File: src/hdl/frame_pkg.sv
`default_nettype none

package frame_pkg;

	//////////////////////////////
	// serial frame format
	//////////////////////////////

	// burst length code sent on burst_mode
	// code n > 0 means 8 * 2^(n-1) beats, header included
	typedef enum logic [2:0]
	{
		BURST_NONE = 3'd0,
		BURST_8    = 3'd1,
		BURST_16   = 3'd2,
		BURST_32   = 3'd3,
		BURST_64   = 3'd4,
		BURST_128  = 3'd5,
		BURST_256  = 3'd6,
		BURST_512  = 3'd7
	} burst_code_t;

	// header bit where data_tx starts carrying write data
	localparam int DATA_START_BIT = 6;

	// header bit where burst_mode starts carrying the code
	localparam int BURST_CODE_START_BIT = 11;

	// beats for code 1
	localparam int BEAT_BASE = 8;

endpackage

`default_nettype wire

File: src/hdl/master_ctrl_pkg.sv
`default_nettype none

package master_ctrl_pkg;

	//////////////////////////////
	// controller encodings
	//////////////////////////////

	// transfer FSM states
	typedef enum logic [3:0]
	{
		IDLE      = 4'd0,
		// waiting for bus_ready
		REQUEST   = 4'd1,
		// address frame on the wire
		HEADER    = 4'd2,
		READ_WAIT = 4'd3,
		READ_DATA = 4'd4,
		// between burst beats
		BEAT_WAIT = 4'd5,
		BEAT_DATA = 4'd6
	} ctrl_state_t;

	// kind of transfer latched at request time
	typedef enum logic [1:0]
	{
		OP_WRITE       = 2'd0,
		OP_READ        = 2'd1,
		OP_BURST_WRITE = 2'd2
	} xfer_op_t;

endpackage

`default_nettype wire

File: src/hdl/address_shifter.sv
`timescale 1ns/1ps
`default_nettype none

module address_shifter
	import frame_pkg::*;
#(
	parameter int ADDR_WIDTH = 14
)
(
	input  wire logic                  clock,
	input  wire logic                  reset,
	input  wire logic [ADDR_WIDTH-1:0] addr_in,
	input  wire burst_code_t           burst_mode_in,
	input  wire logic                  addr_load,
	input  wire logic                  addr_shift,
	input  wire logic                  code_shift,
	output logic                       addr_tx,
	output logic                       burst_mode
);

	logic [ADDR_WIDTH-1:0] addr_sreg;
	logic [2:0]            code_sreg;

	// both registers shift MSB first
	always_ff @(posedge clock)
	begin
		if (reset)
		begin
			addr_sreg <= '0;
			code_sreg <= '0;
		end
		else if (addr_load)
		begin
			addr_sreg <= addr_in;
			code_sreg <= burst_mode_in;
		end
		else
		begin
			if (addr_shift)
				addr_sreg <= {addr_sreg[ADDR_WIDTH-2:0], 1'b0};
			if (code_shift)
				code_sreg <= {code_sreg[1:0], 1'b0};
		end
	end

	// lines idle low outside their bit slots
	assign addr_tx    = addr_shift && addr_sreg[ADDR_WIDTH-1];
	assign burst_mode = code_shift && code_sreg[2];

endmodule

`default_nettype wire

File: src/hdl/beat_counter.sv
`timescale 1ns/1ps
`default_nettype none

module beat_counter
	import frame_pkg::*;
(
	input  wire logic  clock,
	input  wire logic  reset,
	input  wire burst_code_t burst_mode_in,
	input  wire logic  addr_load,
	input  wire logic  beat_advance,
	output logic       beats_done
);

	// wide enough for the longest burst, code 7
	localparam int COUNT_WIDTH = $clog2(BEAT_BASE << 6) + 1;

	logic [COUNT_WIDTH-1:0] beat_total;
	logic [COUNT_WIDTH-1:0] beats_sent;

	always_ff @(posedge clock)
	begin
		if (reset)
		begin
			beat_total <= '0;
			beats_sent <= '0;
		end
		else if (addr_load)
		begin
			// BEAT_BASE doubled per code step above 1
			if (burst_mode_in == BURST_NONE)
				beat_total <= '0;
			else
				beat_total <= COUNT_WIDTH'(BEAT_BASE) << (int'(burst_mode_in) - 1);
			beats_sent <= '0;
		end
		else if (beat_advance)
		begin
			beats_sent <= beats_sent + 1'b1;
		end
	end

	// header frame counts as the first beat
	assign beats_done = (beats_sent >= beat_total);

endmodule

`default_nettype wire

File: src/hdl/bus_master_top.sv
`timescale 1ns/1ps
`default_nettype none

module bus_master_top
	import frame_pkg::*;
#(
	parameter int ADDR_WIDTH = 14,
	parameter int DATA_WIDTH = 8
)
(
	input  wire logic                  clock,
	input  wire logic                  reset,
	// user request side
	input  wire logic                  enable,
	input  wire logic                  read_en,
	input  wire logic [DATA_WIDTH-1:0] data_in,
	input  wire logic [ADDR_WIDTH-1:0] addr_in,
	input  wire burst_code_t           burst_mode_in,
	// serial bus side
	input  wire logic                  data_rx,
	input  wire logic                  slave_ready,
	input  wire logic                  bus_ready,
	input  wire logic                  slave_valid,
	output logic                       bus_req,
	output logic                       addr_tx,
	output logic                       data_tx,
	output logic                       valid_s,
	output logic                       write_en_slave,
	output logic                       burst_mode,
	output logic                       master_busy,
	output logic [DATA_WIDTH-1:0]      data_read
);

	// strobes from control to datapath
	logic addr_load;
	logic data_load;
	logic addr_shift;
	logic data_shift;
	logic code_shift;
	logic beat_advance;
	logic rx_shift;
	logic rx_publish;
	// beat count status back to control
	logic beats_done;

	//////////////////////////////
	// control
	//////////////////////////////

	transfer_control #(
		.ADDR_WIDTH (ADDR_WIDTH),
		.DATA_WIDTH (DATA_WIDTH)
	) transfer_control_i (
		.clock          (clock),
		.reset          (reset),
		.enable         (enable),
		.read_en        (read_en),
		.burst_mode_in  (burst_mode_in),
		.bus_ready      (bus_ready),
		.slave_ready    (slave_ready),
		.slave_valid    (slave_valid),
		.beats_done     (beats_done),
		.bus_req        (bus_req),
		.valid_s        (valid_s),
		.write_en_slave (write_en_slave),
		.master_busy    (master_busy),
		.addr_load      (addr_load),
		.data_load      (data_load),
		.addr_shift     (addr_shift),
		.data_shift     (data_shift),
		.code_shift     (code_shift),
		.beat_advance   (beat_advance),
		.rx_shift       (rx_shift),
		.rx_publish     (rx_publish)
	);

	//////////////////////////////
	// datapath
	//////////////////////////////

	address_shifter #(
		.ADDR_WIDTH (ADDR_WIDTH)
	) address_shifter_i (
		.clock         (clock),
		.reset         (reset),
		.addr_in       (addr_in),
		.burst_mode_in (burst_mode_in),
		.addr_load     (addr_load),
		.addr_shift    (addr_shift),
		.code_shift    (code_shift),
		.addr_tx       (addr_tx),
		.burst_mode    (burst_mode)
	);

	data_shifter #(
		.DATA_WIDTH (DATA_WIDTH)
	) data_shifter_i (
		.clock        (clock),
		.reset        (reset),
		.data_in      (data_in),
		.data_load    (data_load),
		.data_shift   (data_shift),
		.beat_advance (beat_advance),
		.data_tx      (data_tx)
	);

	read_shifter #(
		.DATA_WIDTH (DATA_WIDTH)
	) read_shifter_i (
		.clock      (clock),
		.reset      (reset),
		.data_rx    (data_rx),
		.rx_shift   (rx_shift),
		.rx_publish (rx_publish),
		.data_read  (data_read)
	);

	beat_counter beat_counter_i (
		.clock         (clock),
		.reset         (reset),
		.burst_mode_in (burst_mode_in),
		.addr_load     (addr_load),
		.beat_advance  (beat_advance),
		.beats_done    (beats_done)
	);

endmodule

`default_nettype wire

File: src/hdl/data_shifter.sv
`timescale 1ns/1ps
`default_nettype none

module data_shifter
#(
	parameter int DATA_WIDTH = 8
)
(
	input  wire logic                  clock,
	input  wire logic                  reset,
	input  wire logic [DATA_WIDTH-1:0] data_in,
	input  wire logic                  data_load,
	input  wire logic                  data_shift,
	input  wire logic                  beat_advance,
	output logic                       data_tx
);

	// value of the current beat
	logic [DATA_WIDTH-1:0] data_base;
	// bits still to go out
	logic [DATA_WIDTH-1:0] data_sreg;
	logic [DATA_WIDTH-1:0] next_base;

	// wraps modulo 2^DATA_WIDTH
	assign next_base = data_base + 1'b1;

	always_ff @(posedge clock)
	begin
		if (reset)
		begin
			data_base <= '0;
			data_sreg <= '0;
		end
		else if (data_load)
		begin
			data_base <= data_in;
			data_sreg <= data_in;
		end
		// last bit of a frame, so set up the next beat
		else if (beat_advance)
		begin
			data_base <= next_base;
			data_sreg <= next_base;
		end
		else if (data_shift)
		begin
			data_sreg <= {data_sreg[DATA_WIDTH-2:0], 1'b0};
		end
	end

	// MSB first, low outside data slots
	assign data_tx = data_shift && data_sreg[DATA_WIDTH-1];

endmodule

`default_nettype wire

File: src/hdl/read_shifter.sv
`timescale 1ns/1ps
`default_nettype none

module read_shifter
#(
	parameter int DATA_WIDTH = 8
)
(
	input  wire logic                  clock,
	input  wire logic                  reset,
	input  wire logic                  data_rx,
	input  wire logic                  rx_shift,
	input  wire logic                  rx_publish,
	output logic [DATA_WIDTH-1:0]      data_read
);

	// partial byte while bits arrive
	logic [DATA_WIDTH-1:0] rx_sreg;

	always_ff @(posedge clock)
	begin
		if (reset)
		begin
			rx_sreg   <= '0;
			data_read <= '0;
		end
		else
		begin
			// first bit received ends up as the MSB
			if (rx_shift)
				rx_sreg <= {rx_sreg[DATA_WIDTH-2:0], data_rx};
			// holds until the next read completes
			if (rx_publish)
				data_read <= rx_sreg;
		end
	end

endmodule

`default_nettype wire

File: src/hdl/transfer_control.sv
`timescale 1ns/1ps
`default_nettype none

module transfer_control
	import frame_pkg::*;
	import master_ctrl_pkg::*;
#(
	parameter int ADDR_WIDTH = 14,
	parameter int DATA_WIDTH = 8
)
(
	input  wire logic  clock,
	input  wire logic  reset,
	input  wire logic  enable,
	input  wire logic  read_en,
	input  wire burst_code_t burst_mode_in,
	input  wire logic  bus_ready,
	input  wire logic  slave_ready,
	input  wire logic  slave_valid,
	input  wire logic  beats_done,
	output logic       bus_req,
	output logic       valid_s,
	output logic       write_en_slave,
	output logic       master_busy,
	output logic       addr_load,
	output logic       data_load,
	output logic       addr_shift,
	output logic       data_shift,
	output logic       code_shift,
	output logic       beat_advance,
	output logic       rx_shift,
	output logic       rx_publish
);

	// counter must reach DATA_WIDTH in READ_DATA (publish slot)
	localparam int CNT_WIDTH =
		$clog2(((ADDR_WIDTH > DATA_WIDTH) ? ADDR_WIDTH : DATA_WIDTH) + 1);
	localparam logic [CNT_WIDTH-1:0] HEADER_LAST = CNT_WIDTH'(ADDR_WIDTH - 1);
	localparam logic [CNT_WIDTH-1:0] BEAT_LAST   = CNT_WIDTH'(DATA_WIDTH - 1);
	localparam logic [CNT_WIDTH-1:0] RX_PUBLISH  = CNT_WIDTH'(DATA_WIDTH);

	ctrl_state_t          state;
	ctrl_state_t          next_state;
	xfer_op_t             op;
	logic [CNT_WIDTH-1:0] bit_count;
	logic                 header_bit;
	logic                 header_last;
	logic                 beat_bit;
	logic                 beat_last;
	logic                 rx_bit;

	//////////////////////////////
	// frame position decode
	//////////////////////////////

	assign header_bit  = (state == HEADER);
	assign header_last = header_bit && (bit_count == HEADER_LAST);
	assign beat_bit    = (state == BEAT_DATA);
	assign beat_last   = beat_bit && (bit_count == BEAT_LAST);
	assign rx_bit      = (state == READ_DATA);

	// request capture, only seen while idle
	assign addr_load = (state == IDLE) && enable;
	assign data_load = (state == IDLE) && enable;

	// address goes out on every header bit
	assign addr_shift = header_bit;
	// write data rides the address tail, or fills a whole beat
	assign data_shift = (header_bit && (op != OP_READ)
		&& (int'(bit_count) >= DATA_START_BIT)) || beat_bit;
	// burst code on the last header bits
	assign code_shift = header_bit && (op == OP_BURST_WRITE)
		&& (int'(bit_count) >= BURST_CODE_START_BIT);

	// every write frame counts as one beat, header included
	assign beat_advance = (header_last && (op != OP_READ)) || beat_last;

	// 8 sample slots, then one slot to publish
	assign rx_shift   = rx_bit && (bit_count != RX_PUBLISH);
	assign rx_publish = rx_bit && (bit_count == RX_PUBLISH);

	assign valid_s     = header_bit || beat_bit;
	assign master_busy = (state != IDLE);
	assign bus_req     = (state != IDLE);

	//////////////////////////////
	// next state
	//////////////////////////////

	always_comb
	begin
		next_state = state;
		case (state)
			IDLE:
				if (enable)
					next_state = REQUEST;
			// frame only starts once the bus is granted
			REQUEST:
				if (bus_ready)
					next_state = HEADER;
			HEADER:
				if (header_last)
				begin
					case (op)
						OP_READ:        next_state = READ_WAIT;
						OP_BURST_WRITE: next_state = BEAT_WAIT;
						default:        next_state = IDLE;
					endcase
				end
			READ_WAIT:
				if (slave_valid)
					next_state = READ_DATA;
			READ_DATA:
				if (rx_publish)
					next_state = IDLE;
			// beats_done already reflects the frame just sent
			BEAT_WAIT:
				if (beats_done)
					next_state = IDLE;
				else if (slave_ready)
					next_state = BEAT_DATA;
			BEAT_DATA:
				if (beat_last)
					next_state = BEAT_WAIT;
			default:
				next_state = IDLE;
		endcase
	end

	//////////////////////////////
	// state, op and bit counter
	//////////////////////////////

	always_ff @(posedge clock)
	begin
		if (reset)
		begin
			state          <= IDLE;
			op             <= OP_WRITE;
			bit_count      <= '0;
			write_en_slave <= 1'b0;
		end
		else
		begin
			state <= next_state;
			// latch the kind of transfer with the request
			if (addr_load)
			begin
				write_en_slave <= !read_en;
				if (read_en)
					op <= OP_READ;
				else if (burst_mode_in != BURST_NONE)
					op <= OP_BURST_WRITE;
				else
					op <= OP_WRITE;
			end
			// count restarts on every state change
			if (next_state != state)
				bit_count <= '0;
			else if (header_bit || beat_bit || rx_bit)
				bit_count <= bit_count + 1'b1;
		end
	end

endmodule

`default_nettype wire

File: config.mk
export PLATFORM = sky130hd
export DESIGN_NAME = bus_master_top
export DESIGN_NICKNAME = d
export VERILOG_FILES = /design/src/hdl/frame_pkg.sv /design/src/hdl/master_ctrl_pkg.sv /design/src/hdl/address_shifter.sv /design/src/hdl/beat_counter.sv /design/src/hdl/bus_master_top.sv /design/src/hdl/data_shifter.sv /design/src/hdl/read_shifter.sv /design/src/hdl/transfer_control.sv
export SDC_FILE = /design/constraint.sdc
export NUM_CORES = 1
export LEC_CHECK = 0
export CAP_MARGIN = 40
export CORE_MARGIN = 3
export CORE_UTILIZATION = 40
export DETAILED_ROUTE_END_ITERATION = 16
export DONT_BUFFER_PORTS = 1
export HOLD_SLACK_MARGIN = 0.02
export PLACE_DENSITY = 0.67
export SKIP_LAST_GASP = 1
export SLEW_MARGIN = 30
export SYNTH_ARGS = -nofsm -noshare
export SYNTH_HDL_FRONTEND = slang
export SYNTH_SLANG_ARGS = --single-unit
export TNS_END_PERCENT = 10
File: constraint.sdc
create_clock -name clock -period 2.1 [get_ports clock]
set_input_delay 0.42 -clock clock [delete_from_list [all_inputs] [get_ports clock]]
set_output_delay 0.42 -clock clock [all_outputs]
set_load 0.005 [all_outputs]
; ---- Word-level counts from Yosys, hierarchy flattened
; Cells that the tools add are included.
[totals]
reg_bits = 80
latch_bits = 0
mem_bits_rw = 0
mem_bits_ro = 0
in_bits = 33
out_inout_bits = 15
elab_cells = 84
memories = 0
[classes]
n_addsub = 4
n_mul = 0
div = 0
magnitude_cmp = 3
eq_ne = 14
shifts = 1
n_mux = 22
bitwise_logic = 0
reduce_logical = 28
[op_table]
columns = cell, count
row1 = 2-to-1 mux 8 bit, 5
row2 = 2-to-1 mux 4 bit, 8
row3 = "<< shifter 4 x 32 -> 10 bit, first input constant", 1
row4 = 2-to-1 mux 14 bit, 2
row5 = one-hot mux 4 bit (7 select lines), 1
row6 = "== test 4 x 3 -> 1 bit, second input constant", 4
row7 = logical AND 1 bit, 13
row8 = "adder 10 x 1 -> 10 bit, second input constant", 1
row9 = >= comparator 10 bit, 1
row10 = 2-to-1 mux 10 bit, 1
row11 = "adder 8 x 1 -> 8 bit, second input constant", 1
row12 = "== test 4 x 2 -> 1 bit, second input constant", 2
row13 = "== test 4 bit, second input constant", 2
row14 = 2-to-1 mux 3 bit, 2
row15 = one-hot mux 3 bit (2 select lines), 1
row16 = nonzero test 2 bit, 3
row17 = nonzero test 3 bit, 2
row18 = "adder 4 x 1 -> 4 bit, second input constant", 1
row19 = "== test 4 x 1 -> 1 bit, second input constant", 1
row20 = ">= comparator 4 x 3 -> 1 bit, second input constant", 1
row21 = ">= comparator 4 bit, second input constant", 1
row22 = zero test 4 bit, 1
row23 = logical OR 1 bit, 4
row24 = 2-to-1 mux 2 bit, 2
row25 = 10 further kinds, 11

; ---- Depth between registers and ports, before layout
[logic_depth]
depth_word = 7
depth_mapped = 9
ltp_nobuf = 8

; ---- Modules after synthesis
; From an unflattened synthesis, not the netlist that was laid out.
[hier_totals]
hier_cells = 441
hier_area_um2 = 4057.6
[by_module_without_submodules]
columns = module, n_inst, cells_per_inst, area_per_inst_um2, seq_area_each_um2
row1 = beat_counter, 1, 109, 965.9, 340.3
row2 = transfer_control, 1, 99, 865.8, 220.2
row3 = data_shifter, 1, 103, 832.0, 320.3
row4 = address_shifter, 1, 78, 814.5, 340.3
row5 = read_shifter, 1, 52, 579.3, 320.3

; ---- Worst setup path before layout
; No wires, ideal clock.
[synth_path]
path_kind = register to register
startpoint = reg transfer_control_i.state[0]
endpoint = reg beat_counter_i.beats_sent[9]
setup_ns = 0.126
arrival_ns = 2.040
required_ns = 1.974
setup_slack_ns = -0.065
path_stages_with_launch = 9
n_path_buf = 2
synth_period_minus_slack_ns = 2.165
path_cell_list = dfxtp_1 -> buf_6 -> or4b_4 -> buf_6 -> o32a_1 -> nor4_4 -> nand3_1 -> xor2_1 -> nor2_2
[synth_between]
elab_chain_cells = 4
word_cells_on_any_way = 9
cone_classes = eq/ne (2) / reduce/logical (7)
[synth_lines]
columns = item, line_no
row1 = "start, declared", transfer_control.sv:42  ; ctrl_state_t state;
row2 = "start signal, assigned", transfer_control.sv:145  ; state <= next_state;
row3 = == test 4 x 2 -> 1 bit, transfer_control.sv:56  ; assign header_bit = (state == HEADER);
row4 = logical AND 1 bit, transfer_control.sv:57  ; assign header_last = header_bit && (bit_count == HEADER_LAST);
row5 = logical AND 1 bit, transfer_control.sv:76  ; assign beat_advance = (header_last && (op != OP_READ)) || beat_last;
row6 = logical OR 1 bit, transfer_control.sv:76
row7 = "end signal, assigned", beat_counter.sv:39  ; beats_sent <= beats_sent + 1'b1;
row8 = "end, declared", beat_counter.sv:19  ; logic [COUNT_WIDTH-1:0] beats_sent;
; Several ways; a longest one is shown, not always the timed one.
; A chain may end at the register's enable or synchronous reset.

; ---- Worst setup path in the final report
[layout_path]
startpoint = reg transfer_control_i.state[0]
endpoint = out data_tx
[layout_between]
elab_chain_cells = 5
word_cells_on_any_way = 6
cone_classes = eq/ne (2) / reduce/logical (4)
[layout_lines]
columns = item, line_no
row1 = == test 4 x 2 -> 1 bit, transfer_control.sv:56
row2 = logical AND 1 bit, transfer_control.sv:69  ; assign data_shift = (header_bit && (op != OP_READ)
row3 = logical AND 1 bit, transfer_control.sv:70  ; && (int'(bit_count) >= DATA_START_BIT)) || beat_bit;
row4 = logical OR 1 bit (*), transfer_control.sv:70
row5 = logical AND 1 bit (*), data_shifter.sv:52  ; assign data_tx = data_shift && data_sreg[DATA_WIDTH-1];
row6 = "end, declared", bus_master_top.sv:26  ; output logic data_tx,
; Every way passes the cells marked *; elsewhere a longest branch is shown, timed or not.

==> metrics.txt <==
distinct cell type count after synthesis=59; Highest Clock Rate=around 460 MHz; vias=3253; antenna cell count=0; Critical path origin=transfer_control_i.state[0]; first-pass GRT wire length=around 15000 um; Ys Warns=0; GRT Util Overall=around 16%; gp weighted congestion=between 0.8 and 0.9; Worst EP required=around 1.7 ns; die area=11100 um^2; Top Metal Used=met4; CP Launch Type=flip-flop; Min-Delay Path Depth=1; Initial DRT Pass Iterations=4; antenna violations before repair=0; maximum VDD drop=between 0.3 and 0.4 mV; met3 routed WL=between 400 and 500 um; Net Count, Synth=approximately 500; Total Power=about 3 mW; power density over the cells=around 660 nW/um^2; CTS max path bufs=2; ys async rst share=0%; Clock transition at path regs=roughly 0.09 ns; worst-path maximum fanout=5; worst slew pin tran=0.620 ns; Area Overhead vs Synth=14.3%; ys flop type=dfxtp_1; Die X=~110 um; CTS Buf Count=9; CP Capture Type=primary output; antenna-violating nets left=0; Post-DP HPWL=~6300 um; # port buffers=0; Mean Syn Cell Area=between 8 and 9 um^2; Pleak=between 1.5 and 2 nW; sequential area share after synthesis=39.0%; core area=~9400 um^2; CP Data Arrival Time=about 1.8 ns; Final Non-Filler Cells=around 600; status=finished, violations left; largest net degree at the start of global routing=just over 60; Sink Count=77; Mapped Cells=between 400 and 500; EDFF count, synth=0; Clk Latency, worst-skew pair=0.35 ns; # hold bufs at CTS=0; worst reg2reg path startpoint=transfer_control_i.state[0]; CP endpoint=data_tx; Layout Nets=roughly 520; Tmin final=2.18 ns; Rel. slew slack=58.7%; Final Max Tran Viols=0; number of synthesized register bits=77; Setup Slack @ Placement=-0.0196 ns; met2 wire length=about 4200 um; vias per cell=5.39; RSZ-0062 raised after global routing=true; clock skew=around 0.015 ns; maxcap violations=0; worst reg2reg path endpoint=data_shifter_i.data_sreg[5]; routed wire length per instance=around 15 um; setup ws final=-0.0837 ns; grt ovf=0; vias in the first global route=approximately 3200; share of cells above drive strength 1=a little over an eighth; Max H-tree Level=3; # IOs=48; final-report hold violation count=0; R2R setup slack=-0.05 ns; mapped cell area=about 4000 um^2; M1 wire length=around 4000 um; Final Setup Violations=12; Crit Path Category=reg -> out; HP Class=in -> reg; placed cell count=~580; TritonCTS clock tree=built; Initial Util=between 40% and 50%; failing checks=negative setup slack; WL final=roughly 8800 um; row count=35; TNS Setup=-0.235 ns; clock root buffer master=clkbuf_8; Detailed Route Iter0 Violations=roughly 160; Die Ht=105 um; Reg2Reg Depth=9; crit share post-route=104%; DRC viols=0
[how the worst min path moves through the flow]
stage / endpoint / from / slack [ns]
4_1_cts: address_shifter_i.code_sreg[0] / reset / 0.11
5_1_grt: address_shifter_i.code_sreg[0] / reset / 0.11
3_5_place_dp: data_shifter_i.data_sreg[7] / data_shifter_i.data_sreg[7] / 0.44
3_3_place_gp: data_shifter_i.data_sreg[6] / data_shifter_i.data_sreg[6] / 0.44
6_report: address_shifter_i.code_sreg[0] / reset / 0.14
2_1_floorplan: data_shifter_i.data_sreg[7] / data_shifter_i.data_sreg[7] / 0.43
[power breakdown]
part	total, mW	switching (mW)	internal, mW
Clock	1.25	0.564	0.683
Sequential	1.54	0.0298	1.51
Combinational	0.220	0.126	0.0946
[timing repair]
item / in CTS / in global routing
resized for setup: 5 / 6
setup buffers: 2 / 3
setup endpoints to repair: 5 / 27
gates cloned: 0 / 1
pin swaps: 3 / 3
[metal layers]
layer	up-vias	global-route usage, %
met5	-	0
met4	0	4.22
met3	6	5.45
met2	77	25.8
met1	1547	21.3
li1	1623	-
[area by class of cell]
type / instances / area (um^2)
clock buffers: 10 / 128
clock inverters: 6 / 95.1
fillers: 917 / 4890
inverters: 22 / 82.6
multi-input cells: 333 / 2250
flip-flops and latches: 77 / 1540
well taps: 129 / 161
repair buffers: 26 / 263
[critical path: stages, from the launching register on]
cell,delay [ns]
dfxtp_1,0.32
or4b_4,0.60
a211oi_4,0.29
nor2_4,0.08
nor2b_2,0.13
[cells in the mapped netlist, types with 13 or more instances]
master / n / area [um^2]
a211oi_1: 21 / 158
a21oi_1: 21 / 105
clkbuf_1: 17 / 63.8
dfxtp_1: 77 / 1540
ha_1: 19 / 238
inv_1: 22 / 82.6
mux2i_1: 32 / 320
nand2_1: 28 / 105
nand3_1: 13 / 65.1
nor2_1: 75 / 282
nor3_1: 15 / 75.1
o21ai_0: 14 / 70.1
xor2_1: 13 / 114
[registers in the layout, summed over array words and instances, names as in the netlist, 4 cells and up]
signal                        count
data_shifter_i.data_base          8
read_shifter_i.data_read          8
beat_counter_i.beat_total         7
transfer_control_i.state          4
read_shifter_i.rx_sreg            8
data_shifter_i.data_sreg          8
address_shifter_i.addr_sreg      14
beat_counter_i.beats_sent        10
transfer_control_i.bit_count      4
[cells by family (layout without fill, tap and decap cells)]
kind of cell,after synthesis,count (layout),share of synthesized area [%]
xor gates and xnor gates,21,21,4.65
and+or+nand+nor,177,177,22.1
adders and majority gates,19,19,6.01
other,1,1,0.0948
DFF,77,77,39.0
buffers and inverters,48,64,5.56
muxes,33,33,8.38
AOI/OAI and AO/OA,82,82,14.3
[placed cells by master, fill, tap and decap left out, types with 3 or more instances in the layout]
| cell | instances |
|---|---|
| xor2_1 | 13 |
| and2_1 | 3 |
| nand3_1 | 11 |
| dfxtp_1 | 77 |
| o22ai_1 | 5 |
| o21ai_1 | 3 |
| nand2_1 | 28 |
| a211oi_1 | 20 |
| ha_1 | 19 |
| nand2b_1 | 4 |
| clkbuf_8 | 9 |
| buf_4 | 21 |
| nand4_1 | 8 |
| mux2i_1 | 32 |
| inv_1 | 22 |
| xnor2_1 | 8 |
| buf_12 | 4 |
| o211ai_1 | 5 |
| nor3_1 | 15 |
| nor2b_1 | 3 |
| nor2_1 | 74 |
| a21oi_1 | 21 |
| nand3b_1 | 4 |
| o21ai_0 | 12 |
[metrics by stage]
stage / util, % / instance area, um^2 / hold slack, ns
global placement: 44.3 / 4170 / 0.443
finish: 48.1 / 4520 / 0.142
global route: 48.1 / 4520 / 0.112
CTS: 47.2 / 4440 / 0.114
floorplan: - / 3960 / 0.427
detailed placement: 44.3 / 4170 / 0.435
(Power assumes the default switching activity.)
